File: src/design/cache_defs.svh
`ifndef CACHE_DEFS_SVH
`define CACHE_DEFS_SVH

// byte address width on the cpu and memory ports
`define CACHE_ADDR_W 32

// address split, tag | index | offset
`define CACHE_OFFSET_W 6
`define CACHE_INDEX_W 6
`define CACHE_TAG_W 20

// direct mapped geometry
`define CACHE_SETS 64
`define CACHE_LINE_BYTES 64

// word handed back on a read response
`define CACHE_WORD_W 32

`endif
File: src/design/cache_pkg.sv
`default_nettype none

package cache_pkg;

    `include "cache_defs.svh"

    // address fields
    typedef logic [`CACHE_TAG_W-1:0] tag_t;
    typedef logic [`CACHE_INDEX_W-1:0] index_t;
    typedef logic [`CACHE_OFFSET_W-1:0] offset_t;

    // one tag store entry, valid on top of the tag
    // 21 bits in total
    typedef struct packed {
        logic valid;
        tag_t tag;
    } tag_entry_t;

    // full cache line, byte 0 in the low bits
    typedef logic [`CACHE_LINE_BYTES*8-1:0] line_t;

    // one write enable per line byte
    typedef logic [`CACHE_LINE_BYTES-1:0] byte_mask_t;

    // response word
    typedef logic [`CACHE_WORD_W-1:0] word_t;

endpackage

`default_nettype wire

File: src/design/req_stage.sv
`timescale 1ns/100ps
`default_nettype none
`include "cache_defs.svh"

// request stage, the producer side of the lookup path
// takes one command per cycle, drives both rams one edge later
module req_stage import cache_pkg::*; (
    input  wire                       clk,
    input  wire                       reset,
    // cpu read requests
    input  wire                       req,
    input  wire [`CACHE_ADDR_W-1:0]   req_addr,
    // line fills from memory
    input  wire                       fill,
    input  wire [`CACHE_ADDR_W-1:0]   fill_addr,
    input  wire line_t                fill_line,
    input  wire byte_mask_t           fill_mask,
    // invalidate one set
    input  wire                       inval,
    input  wire index_t               inval_index,
    // tag ram port
    output logic                      tag_en,
    output logic                      tag_we,
    output index_t                    tag_addr,
    output tag_entry_t                tag_wdata,
    // data ram port
    output logic                      data_en,
    output byte_mask_t                data_we,
    output index_t                    data_addr,
    output line_t                     data_wdata,
    // to the hit checker, aligned with ram read data
    output logic                      lookup,
    output tag_t                      lookup_tag,
    output offset_t                   lookup_offset
);

    // tag sits above index and offset
    localparam int TAG_LSB = `CACHE_OFFSET_W + `CACHE_INDEX_W;

    // command strobes, one edge after the ports
    logic req_q;
    logic fill_q;
    logic inval_q;

    // command payload
    index_t     cmd_index;
    tag_t       cmd_tag;
    index_t     index_q;
    tag_t       tag_q;
    offset_t    offset_q;
    line_t      line_q;
    byte_mask_t mask_q;

    // pick the index and tag of whichever strobe is up
    always_comb begin
        if (fill) begin
            cmd_index = fill_addr[`CACHE_OFFSET_W +: `CACHE_INDEX_W];
            cmd_tag   = fill_addr[TAG_LSB +: `CACHE_TAG_W];
        end else if (inval) begin
            cmd_index = inval_index;
            // tag is don't care, entry goes invalid
            cmd_tag   = req_addr[TAG_LSB +: `CACHE_TAG_W];
        end else begin
            cmd_index = req_addr[`CACHE_OFFSET_W +: `CACHE_INDEX_W];
            cmd_tag   = req_addr[TAG_LSB +: `CACHE_TAG_W];
        end
    end

    always_ff @(posedge clk) begin
        if (reset) begin
            req_q   <= 1'b0;
            fill_q  <= 1'b0;
            inval_q <= 1'b0;
            lookup  <= 1'b0;
        end else begin
            req_q   <= req;
            fill_q  <= fill;
            inval_q <= inval;
            // lookup trails the ram enable so it meets rdata
            lookup  <= req_q;
        end
    end

    always_ff @(posedge clk) begin
        index_q       <= cmd_index;
        tag_q         <= cmd_tag;
        offset_q      <= req_addr[`CACHE_OFFSET_W-1:0];
        lookup_tag    <= tag_q;
        lookup_offset <= offset_q;
        // wide fill payload only moves on a fill
        if (fill) begin
            line_q <= fill_line;
            mask_q <= fill_mask;
        end
    end

    // tag ram, any command touches it
    assign tag_en          = req_q | fill_q | inval_q;
    assign tag_we          = fill_q | inval_q;
    assign tag_addr        = index_q;
    assign tag_wdata.valid = fill_q;
    assign tag_wdata.tag   = tag_q;

    // data ram, idle on invalidate
    assign data_en    = req_q | fill_q;
    assign data_we    = {`CACHE_LINE_BYTES{fill_q}} & mask_q;
    assign data_addr  = index_q;
    assign data_wdata = line_q;

    // one command per cycle, nothing arbitrates between them
    a_one_cmd: assert property (@(posedge clk) disable iff (reset)
        $onehot0({req, fill, inval}))
        else $error("req_stage: req, fill and inval overlap");

endmodule

`default_nettype wire

File: config.mk
export PLATFORM = sky130hd
export DESIGN_NAME = req_stage
export DESIGN_NICKNAME = d
export VERILOG_FILES = /design/src/design/cache_pkg.sv /design/src/design/req_stage.sv
export VERILOG_INCLUDE_DIRS = /design/src /design/src/design
export SDC_FILE = /design/constraint.sdc
export NUM_CORES = 1
export LEC_CHECK = 0
export BUFFER_PORTS_ARGS = -buffer_cell sky130_fd_sc_hd__buf_2
export CAP_MARGIN = 5
export CORE_AREA = 3 3 499 501
export CTS_BUF_LIST = sky130_fd_sc_hd__clkbuf_4 sky130_fd_sc_hd__clkbuf_8
export CTS_CLUSTER_DIAMETER = 60
export DETAILED_ROUTE_END_ITERATION = 8
export DIE_AREA = 0 0 502 504
export PLACE_DENSITY = 0.35
export SYNTH_ARGS = -nofsm -noshare
export SYNTH_HDL_FRONTEND = slang
export SYNTH_SLANG_ARGS = --single-unit
File: constraint.sdc
create_clock -name clk -period 1.3 [get_ports clk]
set_input_delay 0.26 -clock clk [delete_from_list [all_inputs] [get_ports clk]]
set_output_delay 0.26 -clock clk [all_outputs]
set_load 0.005 [all_outputs]
Word-level counts from Yosys, hierarchy flattened --
Index checks and enable logic that the tools add are counted.
Word-level totals: output and inout port bits 639, word-level logic and storage cells 18, flip-flop bits (word level) 638, bits of input ports 651
Operators by class: bitwise operators 4, mux-type cells 3
Operators with widths (number):
- bitwise AND 64 bit | 1
- 2-to-1 mux 20 bit | 1
- 2-to-1 mux 6 bit | 2
- bitwise OR 1 bit | 3

Depth between registers and ports, before layout --
depth in word-level cells 2, mapped depth 4, gate-level depth less buffers 2

Worst setup path before layout --
No wires, ideal clock.
path type register -> output, from register fill_q, to output tag_en, path buffers 1, arrival time 0.838 ns, data required time 1.040 ns, cell stages (with the launch flop) 3, slack 0.202 ns, cell sequence dfxtp_1 > buf_2 > or3_1
Between the ends: longest elaborated chain between the ends 2
Ends and longest elaborated chain:
- start, declared | line req_stage.sv:42 | logic fill_q;
- start signal, assigned | line req_stage.sv:77 | fill_q <= fill;
- bitwise OR 1 bit (2 in a row) | line req_stage.sv:98 | assign tag_en = req_q | fill_q | inval_q;
- end, declared | line req_stage.sv:22 | output logic tag_en,
No other way between the ends.

Worst setup path in the final report --
from register fill_q, to output data_we[16]
Between the ends: longest elaborated chain between the ends 1
Ends and longest elaborated chain:
- bitwise AND 64 bit | line req_stage.sv:106 | assign data_we = {`CACHE_LINE_BYTES{fill_q}} & mask_q;
- end, declared | line req_stage.sv:28 | output byte_mask_t data_we,
No other way between the ends.

==> impl_metrics.env <==
export IMPL_status="finished with violations"
export IMPL_violations="negative setup slack"
export IMPL_worst_slack_ps=-746
export IMPL_tritoncts="built"
export IMPL_maxCapViolCount=0
export IMPL_grt_util_all_layers_pct=13.4
export IMPL_fin_crit_sh_pct=157
export IMPL_dr_pass1_iters=5
export IMPL_clkTransAtPathRegs_ps=60
export IMPL_r2r_cells=1
export IMPL_switching_power_mw=14.7
export IMPL_holdWs_ps=131
export IMPL_cpMaxStageDelayCell="dfxtp_4"
export IMPL_relSlewSlack_pct=61.9
export IMPL_dp_hpwl_um=155000
export IMPL_power_switching_share_pct=26.3
export IMPL_cpPeakStageDelay_ps=360
export IMPL_grt_first_pass_wirelength_um=212000
export IMPL_cp_required_ps=1040
export IMPL_syn_area_per_cell_um2=25.5
export IMPL_hp_class="primary input to flop"
export IMPL_antenna_left=0
export IMPL_endpoint_kind="primary output"
export IMPL_gp_congestion=0.802
export IMPL_total_power_mw=56.0
export IMPL_leakage_nw=17.3
export IMPL_syn_area_mm2=0.0195
export IMPL_p_int_mw=41.3
export IMPL_synth_seq_area_share_pct=95.0
export IMPL_crit_top_cell="buf_6"
export IMPL_hold_viol=0
export IMPL_worstPathArrival_ps=1790
export IMPL_final_common_cell="buf_2"
export IMPL_die_area_mm2=0.253
export IMPL_viasPerCell=2.75
export IMPL_cts_buffers=138
export IMPL_final_cell_mix="buf_2 (1023), dlygate4sd3_1 (724), edfxtp_1 (576)"
export IMPL_tightest_slew_ps=570
export IMPL_ys_warn_count=0
export IMPL_drt_initial_drc_count=975
export IMPL_critPathMaxFanout=5
export IMPL_antenna_found_initial=321
export IMPL_clock_fmax_mhz=489
export IMPL_final_design_area_no_fill_mm2=0.0430
export IMPL_fillers=26900
export IMPL_syn_inst=766
export IMPL_grt_overflow_total=0
export IMPL_start_kind="flop"
export IMPL_syn_to_final_growth_pct=121
export IMPL_io_pins=1290
export IMPL_cts_sinks=638
export IMPL_routed_wl_um=175000
export IMPL_port_buffers=1283
export IMPL_rsz0062_at_grt="true"
export IMPL_core_mm2=0.245
export IMPL_fin_skew_ps=19.2
export IMPL_p_clk_share_pct=41.0
export IMPL_vdd_drop_max_v=0.000858
export IMPL_htreeDepth=4
export IMPL_clock_latency_ps=860
export IMPL_drcViolationCount=0
export IMPL_crit_chain="buf_12, buf_6, buf_6, and2_4, buf_6"
export IMPL_finalSetupTns_ps=-241220
export IMPL_nets=3628
export IMPL_min_path_cells=2
export IMPL_setup_violations=800
export IMPL_final_util_pct=17.6
export IMPL_root_buffer="clkbuf_8"
export IMPL_placed_area_mm2=0.0306
export IMPL_synth_ff_latch_count=638
export IMPL_seq_power_share_pct=44.7
export IMPL_wl_per_cell_um=27.3
export IMPL_cts_buffer_depth=3
export IMPL_final_max_slew_violation_count=0
export IMPL_drive_above_1_share_pct=54.8
export IMPL_syn_num_nets=1417
export IMPL_via_count=17700
export IMPL_min_period_ps=2050
export IMPL_start_util_pct=7.96
export IMPL_num_rows=182
export IMPL_die_x_um=502
export IMPL_grt_max_degree=41
export IMPL_grt_pass1_vias=18600
export IMPL_ys_types=17
export IMPL_path_class="flop to primary output"
export IMPL_powerDensity_mw_per_mm2=1300
export IMPL_p_comb_share_pct=14.3
export IMPL_dieHeight_um=504
==> critical path, delay by kind of cell, from the launching register on <==
| kind | cells | cell delay (ps) |
|---|---|---|
| buffers and inverters | 4 | 470 |
| DFF | 1 | 360 |
| and+or+nand+nor | 1 | 130 |
==> cells by family (layout without fill, tap and decap cells) <==
logic type / after synthesis / in the layout / synth area share [%]
other cells: 0 / 130 / 0
buf+inv: 19 / 2338 / 0.711
flops: 638 / 638 / 95.0
mux: 26 / 26 / 1.79
compound gates: 6 / 6 / 0.154
simple gates: 77 / 77 / 2.39
==> cell usage after synthesis <==
| cell | instances | share of area (%) |
|---|---|---|
| nor2b_1 | 4 | 0.13 |
| buf_2 | 2 | 0.051 |
| edfxtp_1 | 576 | 89 |
| o21ai_0 | 6 | 0.15 |
| mux2i_1 | 6 | 0.31 |
| or2_2 | 2 | 0.064 |
| mux2_2 | 3 | 0.17 |
| nand2_1 | 6 | 0.12 |
| clkbuf_2 | 3 | 0.077 |
| buf_6 | 2 | 0.12 |
| dfxtp_1 | 62 | 6.4 |
| buf_12 | 1 | 0.10 |
| buf_4 | 8 | 0.31 |
| mux2_4 | 17 | 1.3 |
| clkbuf_1 | 3 | 0.058 |
| and2_1 | 64 | 2.1 |
| or3_1 | 1 | 0.032 |
==> stage by stage <==
step                std cells  setup WS (ps)
CTS                      6305           -902
global route             6368           -896
floorplan                 766            202
global placement         5315          -42.4
finish                   6435           -746
detailed placement       5315          -42.1
==> layer usage <==
layer	share of wire, %	track usage, %
met5	0.77	0
met4	4.6	5.30
met3	14	8.67
met2	44	20.8
met1	37	14.3
==> area by class of cell <==
type                            instances  area (um^2)  area share [%]
Tap cell                             3220         4030            9.36
Multi-Input combinational cell        109          928            2.16
Timing Repair Buffer                 2090        16300            37.9
Clock buffer                          180         2260            5.25
Clock inverter                         68          574            1.33
Antenna cell                          130          325           0.756
Sequential cell                       638        18600            43.3
==> flip-flops by register name, summed over array words and instances, names as in the netlist <==
name and count:
lookup_tag 20, tag_q 20, fill_q 1, mask_q 64, req_q 1, data_wdata 512, inval_q 1, lookup 1
lookup_offset 6, data_addr 6, offset_q 6
==> path summary, 6_finish.rpt <==
path	from	to	slack, ps
setup reg to reg	req_q	lookup	630
hold reg to reg	offset_q[1]	lookup_offset[1]	330
hold / removal	req_addr[5]	offset_q[5]	130
setup / recovery	fill_q	data_we[16]	-750
==> power groups by stage <==
stage / registers [mW] / logic, mW / clock network (mW)
detailed placement: 25.3 / 5.10 / 0
global route: 25.2 / 8.51 / 25.0
finish: 25.0 / 7.98 / 23.0
global placement: 25.3 / 5.10 / 0
CTS: 25.1 / 8.27 / 24.1
floorplan: 25.2 / 0.266 / 0
==> what timing repair did <==
action,4_1_cts,5_1_grt
cloned,3,0
setup endpoints to repair,639,687
hold endpoints to repair,854,79
pin swaps,3,0
setup buffers,15,0
hold buffers,724,1
gates resized for setup,528,56
Note: power is estimated with default switching activity, not from simulation.
