[config.mk]
export PLATFORM = sky130hd
export DESIGN_NAME = hit_check
export DESIGN_NICKNAME = d
export VERILOG_FILES = /design/src/design/cache_pkg.sv /design/src/design/hit_check.sv
export VERILOG_INCLUDE_DIRS = /design/src /design/src/design
export SDC_FILE = /design/constraint.sdc
export NUM_CORES = 1
export LEC_CHECK = 0
export ABC_AREA = 1
export ABC_CLOCK_PERIOD_IN_PS = 2500
export BUFFER_PORTS_ARGS = -buffer_cell sky130_fd_sc_hd__buf_2
export CAP_MARGIN = 20
export CELL_PAD_IN_SITES_DETAIL_PLACEMENT = 0
export CELL_PAD_IN_SITES_GLOBAL_PLACEMENT = 1
export CORE_AREA = 2 2 232 234
export DETAILED_ROUTE_END_ITERATION = 10
export DIE_AREA = 0 0 234 236
export PLACE_DENSITY = 0.5
export REMOVE_ABC_BUFFERS = 1
export SYNTH_ARGS = -nofsm -noshare
export SYNTH_HDL_FRONTEND = slang
export SYNTH_SLANG_ARGS = --single-unit
export TNS_END_PERCENT = 10
[constraint.sdc]
create_clock -name clk -period 2.5 [get_ports clk]
set_clock_uncertainty 0.05 [all_clocks]
set_input_delay 0.5 -clock clk [delete_from_list [all_inputs] [get_ports clk]]
set_output_delay 0.5 -clock clk [all_outputs]
set_load 0.05 [all_outputs]
[src/design/cache_defs.svh]
`ifndef CACHE_DEFS_SVH
`define CACHE_DEFS_SVH

// byte address width on the cpu and memory ports
`define CACHE_ADDR_W 32

// address split, tag | index | offset
`define CACHE_OFFSET_W 6
`define CACHE_INDEX_W 6
`define CACHE_TAG_W 20

// direct mapped geometry
`define CACHE_SETS 64
`define CACHE_LINE_BYTES 64

// word handed back on a read response
`define CACHE_WORD_W 32

`endif
[src/design/cache_pkg.sv]
`default_nettype none

package cache_pkg;

    `include "cache_defs.svh"

    // address fields
    typedef logic [`CACHE_TAG_W-1:0] tag_t;
    typedef logic [`CACHE_INDEX_W-1:0] index_t;
    typedef logic [`CACHE_OFFSET_W-1:0] offset_t;

    // one tag store entry, valid on top of the tag
    // 21 bits in total
    typedef struct packed {
        logic valid;
        tag_t tag;
    } tag_entry_t;

    // full cache line, byte 0 in the low bits
    typedef logic [`CACHE_LINE_BYTES*8-1:0] line_t;

    // one write enable per line byte
    typedef logic [`CACHE_LINE_BYTES-1:0] byte_mask_t;

    // response word
    typedef logic [`CACHE_WORD_W-1:0] word_t;

endpackage

`default_nettype wire

[src/design/hit_check.sv]
`timescale 1ns/100ps
`default_nettype none
`include "cache_defs.svh"

// hit checker as the consumer of the two ram outputs
// compares tag entry, picks the word, registers the response
module hit_check import cache_pkg::*; (
    input  wire              clk,
    input  wire              reset,
    // delayed request from the request stage
    input  wire              lookup,
    input  wire tag_t        lookup_tag,
    input  wire offset_t     lookup_offset,
    // ram read data for the same request
    input  wire tag_entry_t  tag_rdata,
    input  wire line_t       data_rdata,
    // response to the cpu
    output logic             resp_valid,
    output logic             resp_hit,
    output word_t            resp_data
);

    // words in a line and bits to select one
    localparam int WORDS = (`CACHE_LINE_BYTES * 8) / `CACHE_WORD_W;
    localparam int SEL_W = $clog2(WORDS);

    logic             hit;
    logic [SEL_W-1:0] word_idx;
    word_t            word_sel;

    // upper offset bits pick the word
    // low two bits are the byte inside it
    assign word_idx = lookup_offset[`CACHE_OFFSET_W-1 -: SEL_W];

    // valid entry with a matching tag
    assign hit = tag_rdata.valid && (tag_rdata.tag == lookup_tag);

    assign word_sel = data_rdata[int'(word_idx) * `CACHE_WORD_W +: `CACHE_WORD_W];

    always_ff @(posedge clk) begin
        if (reset) begin
            resp_valid <= 1'b0;
        end else begin
            resp_valid <= lookup;
        end
    end

    // response payload
    // word goes out on a miss too and the cpu ignores it then
    always_ff @(posedge clk) begin
        if (lookup) begin
            resp_hit  <= hit;
            resp_data <= word_sel;
        end
    end

    // lookup must meet a tag entry that the ram has actually read out
    a_entry_read: assert property (@(posedge clk) disable iff (reset)
        lookup |-> !$isunknown(tag_rdata))
        else $error("hit_check: lookup met a tag entry that was never read");

endmodule

`default_nettype wire

# ---- Yosys cells after proc, flatten, opt, wreduce, memory -nomap -nowiden
# Index checks and enable logic that the tools add are counted.
dict set report word_totals {
  reg_bits 34
  input_bits 562
  output_inout_bits 34
  wordCells 6
}
dict set report op_classes {
  eq_ne 1
  shift 1
  n_reduce_logical 1
}
# op n
set op_table {}
lappend op_table {{indexed part select 512 x 10 -> 32 bit} 1}
lappend op_table {{== test 20 bit} 1}
lappend op_table {{logical AND 1 bit} 1}

# ---- Depth between registers and ports, before layout
# Gate-level depths: netlist of run 1.
dict set report logic_depth {
  word_depth 2
  mapped_depth 10
  mapped_depth_nobuf 8
}

# ---- Worst setup path before layout of run 1
# OpenSTA, ideal clock, no wires.
dict set report synth_timing {
  kind {input -> register}
  start {input port lookup_offset[2]}
  end {register resp_data[19], data pin}
  setup_ps 254
  arrival_ps 1314
  required_time_ps 2196
  slack_ps 882
  stages 7
  path_buffers 3
  cell_sequence {buf_4 -> buf_4 -> buf_2 -> o211ai_1 -> nand3_1 -> nand3_1 -> nand2_1}
}
dict set report synth_between {
  elab_chain_len 1
}
# item line_no
set synth_rtl {}
lappend synth_rtl {{start: declaration} hit_check.sv:13} ;# input wire offset_t lookup_offset,
lappend synth_rtl {{indexed part select 512 x 10 -> 32 bit} hit_check.sv:38} ;# assign word_sel = data_rdata[int'(word_idx) * `CACHE_WORD_W +: `CACHE_WORD_W];
lappend synth_rtl {{named net word_sel[19]} hit_check.sv:29} ;# word_t word_sel;
lappend synth_rtl {{end signal: assignment} hit_check.sv:53} ;# resp_data <= word_sel;
lappend synth_rtl {{end: declaration} hit_check.sv:20} ;# output word_t resp_data
# The timed path passes the listed nets, and every way through them passes these cells.
# A chain may end at the register's enable or synchronous reset.

# ---- Final worst setup path of run 1
dict set report layout_timing {
  start {input port lookup_offset[2]}
  end {register resp_data[2], data pin}
}
# Same word-level chain as after synthesis.

==> results of run 1 <==
-- power by group through the flow --
stage / clock [mW] / combinational (mW) / sequential, mW
2_1_floorplan: 0 / 0.601 / 0.957
3_3_place_gp: 0 / 1.80 / 0.729
3_5_place_dp: 0 / 1.80 / 0.731
4_1_cts: 0.758 / 1.80 / 0.719
5_1_grt: 0.762 / 1.98 / 0.725
6_report: 0.677 / 1.78 / 0.719
-- worst paths after layout --
path                              from           end  cells past startpoint  slack [ps]
worst max-delay path  lookup_offset[2]  resp_data[2]                      7         730
worst min-delay path             reset    resp_valid                      2         280
-- cells in the final DEF, fill, tap and decap left out --
cell,instances
sky130_fd_sc_hd__buf_12,17
sky130_fd_sc_hd__buf_2,591
sky130_fd_sc_hd__buf_4,39
sky130_fd_sc_hd__buf_8,1
sky130_fd_sc_hd__clkbuf_1,2
sky130_fd_sc_hd__clkbuf_16,5
sky130_fd_sc_hd__clkinv_2,1
sky130_fd_sc_hd__dfxtp_1,1
sky130_fd_sc_hd__diode_2,3
sky130_fd_sc_hd__edfxtp_1,33
sky130_fd_sc_hd__inv_1,106
sky130_fd_sc_hd__inv_2,1
sky130_fd_sc_hd__inv_6,2
sky130_fd_sc_hd__nand2_1,408
sky130_fd_sc_hd__nand3_1,194
sky130_fd_sc_hd__nor2_1,244
sky130_fd_sc_hd__o211ai_1,79
sky130_fd_sc_hd__o21ai_0,113
sky130_fd_sc_hd__o21ai_1,3
sky130_fd_sc_hd__o22ai_1,2
sky130_fd_sc_hd__xnor2_1,1
sky130_fd_sc_hd__xor2_1,1
-- kinds of logic (layout without fill, tap and decap cells) --
family,Yosys count,after routing,synth area share (%)
other cells,0,3,0
compound gates,197,197,18.1
xor+xnor,2,2,0.267
flops,34,34,15.4
buf+inv,214,765,14.2
simple gates,846,846,52.1
-- routing by layer --
| metal | vias to the layer above | wire [um] | track usage (%) |
|---|---|---|---|
| met4 | 0 | 720 | 3.45 |
| li1 | 5285 | - | - |
| met1 | 4565 | 17300 | 17.1 |
| met3 | 30 | 3100 | 3.51 |
| met5 | - | 0 | 0 |
| met2 | 393 | 20100 | 25.5 |
-- Yosys cell counts (2+ instances only) --
| cell type | number |
|---|---|
| sky130_fd_sc_hd__nand2_1 | 408 |
| sky130_fd_sc_hd__inv_1 | 107 |
| sky130_fd_sc_hd__o211ai_1 | 79 |
| sky130_fd_sc_hd__edfxtp_1 | 33 |
| sky130_fd_sc_hd__buf_2 | 63 |
| sky130_fd_sc_hd__inv_2 | 3 |
| sky130_fd_sc_hd__o21ai_1 | 3 |
| sky130_fd_sc_hd__o22ai_1 | 2 |
| sky130_fd_sc_hd__o21ai_0 | 113 |
| sky130_fd_sc_hd__buf_1 | 11 |
| sky130_fd_sc_hd__nor2_1 | 244 |
| sky130_fd_sc_hd__clkbuf_1 | 20 |
| sky130_fd_sc_hd__nand3_1 | 194 |
| sky130_fd_sc_hd__buf_6 | 3 |
| sky130_fd_sc_hd__buf_4 | 7 |
-- final cells by class --
class                   count  area [um2]  area share (%)
well taps                 696         871            8.16
clock buffers               7         133            1.24
repair buffers            648        3610            33.8
flip-flops and latches     34        1010            9.47
multi-input cells        1045        4620            43.3
diodes                      3        7.51          0.0703
inverters                 110         424            3.97
-- per-stage QoR --
step           instance area [um2]  TNS (ps)  instances  hold WS, ps  setup slack (ps)
4_1_cts                      10700         0       2540          247               729
2_1_floorplan                 6050    -19110       1189          521              -613
3_5_place_dp                 10500         0       2533          615               376
3_3_place_gp                 10500         0       2533          608               389
5_1_grt                      10700         0       2542          268               584
6_report                     10700         0       2543          284               728
-- flip-flops by register name, summed over array words and instances, names as in the netlist --
signal and flops:
resp_valid 1, resp_hit 1, resp_data 32
==> results.cfg, run 1 <==
[routing]
drt_iter0_drc = 438
drt_first_pass_iters = 5
vias = 10300
routed_wl_mm = 41.2
antenna_violating_nets_post_route = 0
post_drt_via_cell_ratio = 4.04
wire_per_inst_um = 16.2
final_routed_drc_violation_total = 0

[power]
switching_power_of_the_nets_mw = 1.38
combinationalPowerShare_pct = 56.0
max-vdd-ir-drop_mv = 0.237
pwr_density_cell_mw_per_mm2 = 297
internal_power_mw = 1.79
seqPwrFrac_pct = 22.7
p_clk_share_pct = 21.3
totalPowerFinal_mw = 3.17
netSwitchingFraction_pct = 43.4
power_leakage_nw = 5.80

[die]
die_h_um = 236
core_region_area_mm2 = 0.0531
die_x_um = 234
floorplan.rows = 85
die_area_mm2 = 0.0552
initial_utilization_pct = 12.4
io_pins = 596

[worst_setup_path]
timing.critical_path.cells = buf_8 -> inv_6 -> buf_12 -> o21ai_0 -> nand3_1 -> nand3_1 -> nand2_1
cp_slowest_stage_delay_ps = 330
timing.critical_path.max_delay_family = buffers and inverters
worstPathBufferInverterCount = 3
crit_path_max_fanout = 78
worst_setup_path_start_kind = input port
end_kind = flip-flop
cpMostUsedCell = sky130_fd_sc_hd__nand3_1
worstPathArrival_ps = 1780
crit_type = input port to flip-flop
worst_ep_required_time_ps = 2510
critical-path-slowest-cell = sky130_fd_sc_hd__o21ai_0

[timing]
setup_repair_after_global_routing_missed_its_margin = no
final_period_minus_worst_setup_slack_ps = 1770
slew_violations = 0
max_slew.worst_pin.slew_ps = 548
final-setup-viol-count = 0
period_share_pct = 70.9
hold_violations = 0
achievable-frequency_ghz = 0.564
slew_headroom_pct = 63.5

[synth]
postSynthAreaPerCell_um2 = 5.08
synthDominantAreaCellType = sky130_fd_sc_hd__nand2_1
post_synth_inst_count = 1293
ys_seq_area_share_pct = 15.4
postSynthRegisterBits = 34
synth-edff-count = 33
syn-cell-area_mm2 = 0.00656
top_post_synthesis_cells_by_area = sky130_fd_sc_hd__nand2_1 (23%), sky130_fd_sc_hd__edfxtp_1 (15%), sky130_fd_sc_hd__nand3_1 (15%), sky130_fd_sc_hd__nor2_1 (14%), sky130_fd_sc_hd__o211ai_1 (9.0%)
ys_flop_type = sky130_fd_sc_hd__edfxtp_1
yosys.area.top_type_share_pct = 23.3
postSynth.asyncResetShare_pct = 0
ys.warnings.count = 0
synth_cell_types = 18

[global_routing]
grt_max_degree = 79
number_of_global_route_vias_before_repair = 10500
grt_overflow_total = 0
global_route_wire_length_before_repair_mm = 60.2
globalRouteTotalUtil_pct = 14.3
antenna_found_initial = 2

[cts]
cts.clk_slew.worst_paths_ps = 70
clkSinkCount = 34
ctsResizeCount = 0
cts-hold-fix-buffers = 0
htree_num_levels = 2
cell_at_the_root_of_the_clock_tree = sky130_fd_sc_hd__clkbuf_16
post_cts_buffers = 0
maximum_root_to_sink_buffer_count = 2
cts_inserted_buffers = 5
cts_tree = built

[placement]
io_buffer_count = 593
post-dp-hpwl_mm = 33.1
final_gp_congestion = 0.836

[cells_and_area]
postLayoutCoreUtil_pct = 20.1
drive_gt1_share_pct = 35.6
area_delta_synth_final_pct = 62.6
fillcell_total = 6306
final_nets = 2406

[run_status]
result_of_the_run = completed

[hold_path]
hold_path_class = input port to flip-flop

[job]
timing.max_cap.violations = 0
Power figures use the tool's default switching activity.
==> run 2: changes to the inputs <==
--- a/config.mk
+++ b/config.mk
@@ -6,16 +6,16 @@
 export SDC_FILE = /design/constraint.sdc
 export NUM_CORES = 1
 export LEC_CHECK = 0
-export ABC_AREA = 1
-export ABC_CLOCK_PERIOD_IN_PS = 2500
+export ABC_AREA = 0
+export ABC_CLOCK_PERIOD_IN_PS = 1500
 export BUFFER_PORTS_ARGS = -buffer_cell sky130_fd_sc_hd__buf_2
 export CAP_MARGIN = 20
 export CELL_PAD_IN_SITES_DETAIL_PLACEMENT = 0
 export CELL_PAD_IN_SITES_GLOBAL_PLACEMENT = 1
-export CORE_AREA = 2 2 232 234
+export CORE_AREA = 2 2 229 231
 export DETAILED_ROUTE_END_ITERATION = 10
-export DIE_AREA = 0 0 234 236
-export PLACE_DENSITY = 0.5
+export DIE_AREA = 0 0 231 233
+export PLACE_DENSITY = 0.42
 export REMOVE_ABC_BUFFERS = 1
 export SYNTH_ARGS = -nofsm -noshare
 export SYNTH_HDL_FRONTEND = slang
==> constraint.sdc (replaced) <==
create_clock -name clk -period 1.5 [get_ports clk]
set_clock_uncertainty 0.05 [all_clocks]
set_input_delay 0.3 -clock clk [delete_from_list [all_inputs] [get_ports clk]]
set_output_delay 0.3 -clock clk [all_outputs]
set_load 0.05 [all_outputs]
==> results.cfg, run 2 <==
[run_status]
result_of_the_run = finished, violations left
violations = negative setup slack

[global_routing]
grt_overflow_total = 0
grt_max_degree = 33
number_of_global_route_vias_before_repair = 7201
global_route_wire_length_before_repair_mm = 46.4
globalRouteTotalUtil_pct = 12.2
antenna_found_initial = 5

[cts]
cts_tree = built
clkSinkCount = 34
maximum_root_to_sink_buffer_count = 2
cts.clk_slew.worst_paths_ps = 70
htree_num_levels = 2
cell_at_the_root_of_the_clock_tree = sky130_fd_sc_hd__clkbuf_16
cts_inserted_buffers = 5

[power]
totalPowerFinal_mw = 5.47
pwr_density_cell_mw_per_mm2 = 543
power_leakage_nw = 4.52
max-vdd-ir-drop_mv = 0.360

[timing]
final_period_minus_worst_setup_slack_ps = 1620
fin_ws_ps = -119
whs_ps = 94.6
period_share_pct = 108
max_slew.worst_pin.slew_ps = 865
final-setup-viol-count = 26
achievable-frequency_ghz = 0.618
slew_violations = 0
hold_violations = 0
slew_headroom_pct = 42.2
setup_repair_after_global_routing_missed_its_margin = yes

[placement]
final_gp_congestion = 0.863
io_buffer_count = 593
post-dp-hpwl_mm = 27.6
pre_cts_slack_ps = -591
dp_cells = 1644

[cells_and_area]
largest_register = resp_data
largest_register_ffs = 32
layout_commonest_cell = sky130_fd_sc_hd__buf_2
drive_gt1_share_pct = 87.6
final_nets = 1546
fillcell_total = 5687
multi_input_area_mm2 = 0.00397
layout.cells.most_common_list = sky130_fd_sc_hd__buf_2 (591), sky130_fd_sc_hd__mux4_2 (128), sky130_fd_sc_hd__buf_4 (53), sky130_fd_sc_hd__a22oi_2 (36), sky130_fd_sc_hd__edfxtp_1 (33)
finish.cell_count_without_fillers = 1668
biggestRegsByFlops = resp_data x32, resp_hit x1, resp_valid x1
final-seq-area_mm2 = 0.00101
area_delta_synth_final_pct = 103

[routing]
vias = 6409
drt_iter0_drc = 262
routed_wl_mm = 34.1
final_routed_drc_violation_total = 0
post_drt_via_cell_ratio = 3.84
antenna_violating_nets_post_route = 0
wire_per_inst_um = 20.4
drt_first_pass_iters = 4

[synth]
synth_common_cells = sky130_fd_sc_hd__mux4_2 (128), sky130_fd_sc_hd__a22oi_1 (64), sky130_fd_sc_hd__edfxtp_1 (33)
syn-cell-area_mm2 = 0.00495
top_post_synthesis_cells_by_area = sky130_fd_sc_hd__mux4_2 (58%), sky130_fd_sc_hd__edfxtp_1 (20%), sky130_fd_sc_hd__a22oi_1 (9.7%), sky130_fd_sc_hd__nand2_1 (2.4%), sky130_fd_sc_hd__xnor2_1 (2.1%)
postSynthAreaPerCell_um2 = 14.9
postSynth.asyncResetShare_pct = 0
postSynthRegisterBits = 34
ys.warnings.count = 0
synth-edff-count = 33
ys_seq_area_share_pct = 20.4
synthDominantAreaCellType = sky130_fd_sc_hd__mux4_2
synth_cell_types = 17
yosys.area.top_type_share_pct = 58.3
ys_flop_type = sky130_fd_sc_hd__edfxtp_1
synthMostInstantiatedCell = sky130_fd_sc_hd__mux4_2
post_synth_inst_count = 333

[job]
timing.max_cap.violations = 0

[die]
floorplan.rows = 83
initial_utilization_pct = 9.68
die_area_mm2 = 0.0538
die_x_um = 231
core_region_area_mm2 = 0.0511
io_pins = 596
die_h_um = 233

[worst_setup_path]
crit_type = input port to flip-flop
crit_path_max_fanout = 7
worst_ep_required_time_ps = 1510
worstPathArrival_ps = 1630
worst_setup_path_start_kind = input port
end_kind = flip-flop

[hold_path]
depth_of_the_worst_hold_timing_path = 2
hold_path_origin = reset
worstHoldEndpoint = resp_valid
hold_path_class = input port to flip-flop
run 2: cell types whose count changed after synthesis, sizes merged, moves of 64 or more:
cell and change:
o211ai -79, inv -110, mux4 +128, nor2 -243
o21ai -116, nand3 -193, a22oi +64, nand2 -376
run 2: cells by family after synthesis:
family          synth area share (%)
mux                             58.3
compound gates                  9.71
simple gates                    3.87
buf+inv                         4.15
flops                           20.4
xor+xnor                        3.54
run 2: cell type report:
| type | instances | area share, % |
|---|---|---|
| tap | 680 | 8.46 |
| multi-input combinational | 259 | 39.5 |
| antenna | 3 | 0.0746 |
| timing repair buffer | 684 | 40.3 |
| clock buffer | 8 | 1.65 |
| sequential | 34 | 10.0 |
run 2: where the power goes:
part | total (mW) | switching [mW] | internal (mW)
Sequential | 1.22 | 0.0357 | 1.19
Combinational | 2.96 | 1.41 | 1.55
Clock | 1.29 | 0.529 | 0.756
Total | 5.47 | 1.97 | 3.50
run 2: critical path: stages:
cell and delay [ps]:
sky130_fd_sc_hd__clkbuf_16 130, sky130_fd_sc_hd__buf_16 150, sky130_fd_sc_hd__buf_12 140, sky130_fd_sc_hd__mux4_2 500
sky130_fd_sc_hd__a22oi_2 300, sky130_fd_sc_hd__nand2_1 90
run 2: stage by stage:
stage	utilization [%]	instance area (um2)	setup TNS (ps)
3_3_place_gp	18.3	9340	-13840
6_report	19.7	10100	-998
5_1_grt	19.7	10100	-1960
3_5_place_dp	18.3	9340	-14490
4_1_cts	19.6	10000	-968
2_1_floorplan	-	4740	-11680
run 2: how the worst max path moves through the flow:
stage                     startpoint       endpoint  slack [ps]  cells past startpoint
global placement    lookup_offset[2]  resp_data[27]        -610                      6
detailed placement  lookup_offset[2]  resp_data[27]        -590                      6
global route        lookup_offset[2]  resp_data[24]        -120                      6
finish              lookup_offset[2]  resp_data[24]        -120                      6
CTS                 lookup_offset[2]  resp_data[27]         -80                      6
floorplan           lookup_offset[5]   resp_data[0]        -370                      3
run 2: what timing repair did:
item                                    4_1_cts  5_1_grt
setup buffers                                 8        1
hold buffers                                  0        0
endpoints found under the setup margin       32       32
pin swaps                                    17        9
cloned                                        6        0
gates resized for setup                      55       22
run 2: per-layer routing:
layer	vias up	wire length (um)	track usage, %
met3	50	3040	3.15
met5	-	13	0
met2	426	17500	22.4
met4	2	1190	5.10
li1	2833	-	-
met1	3098	12300	13.2
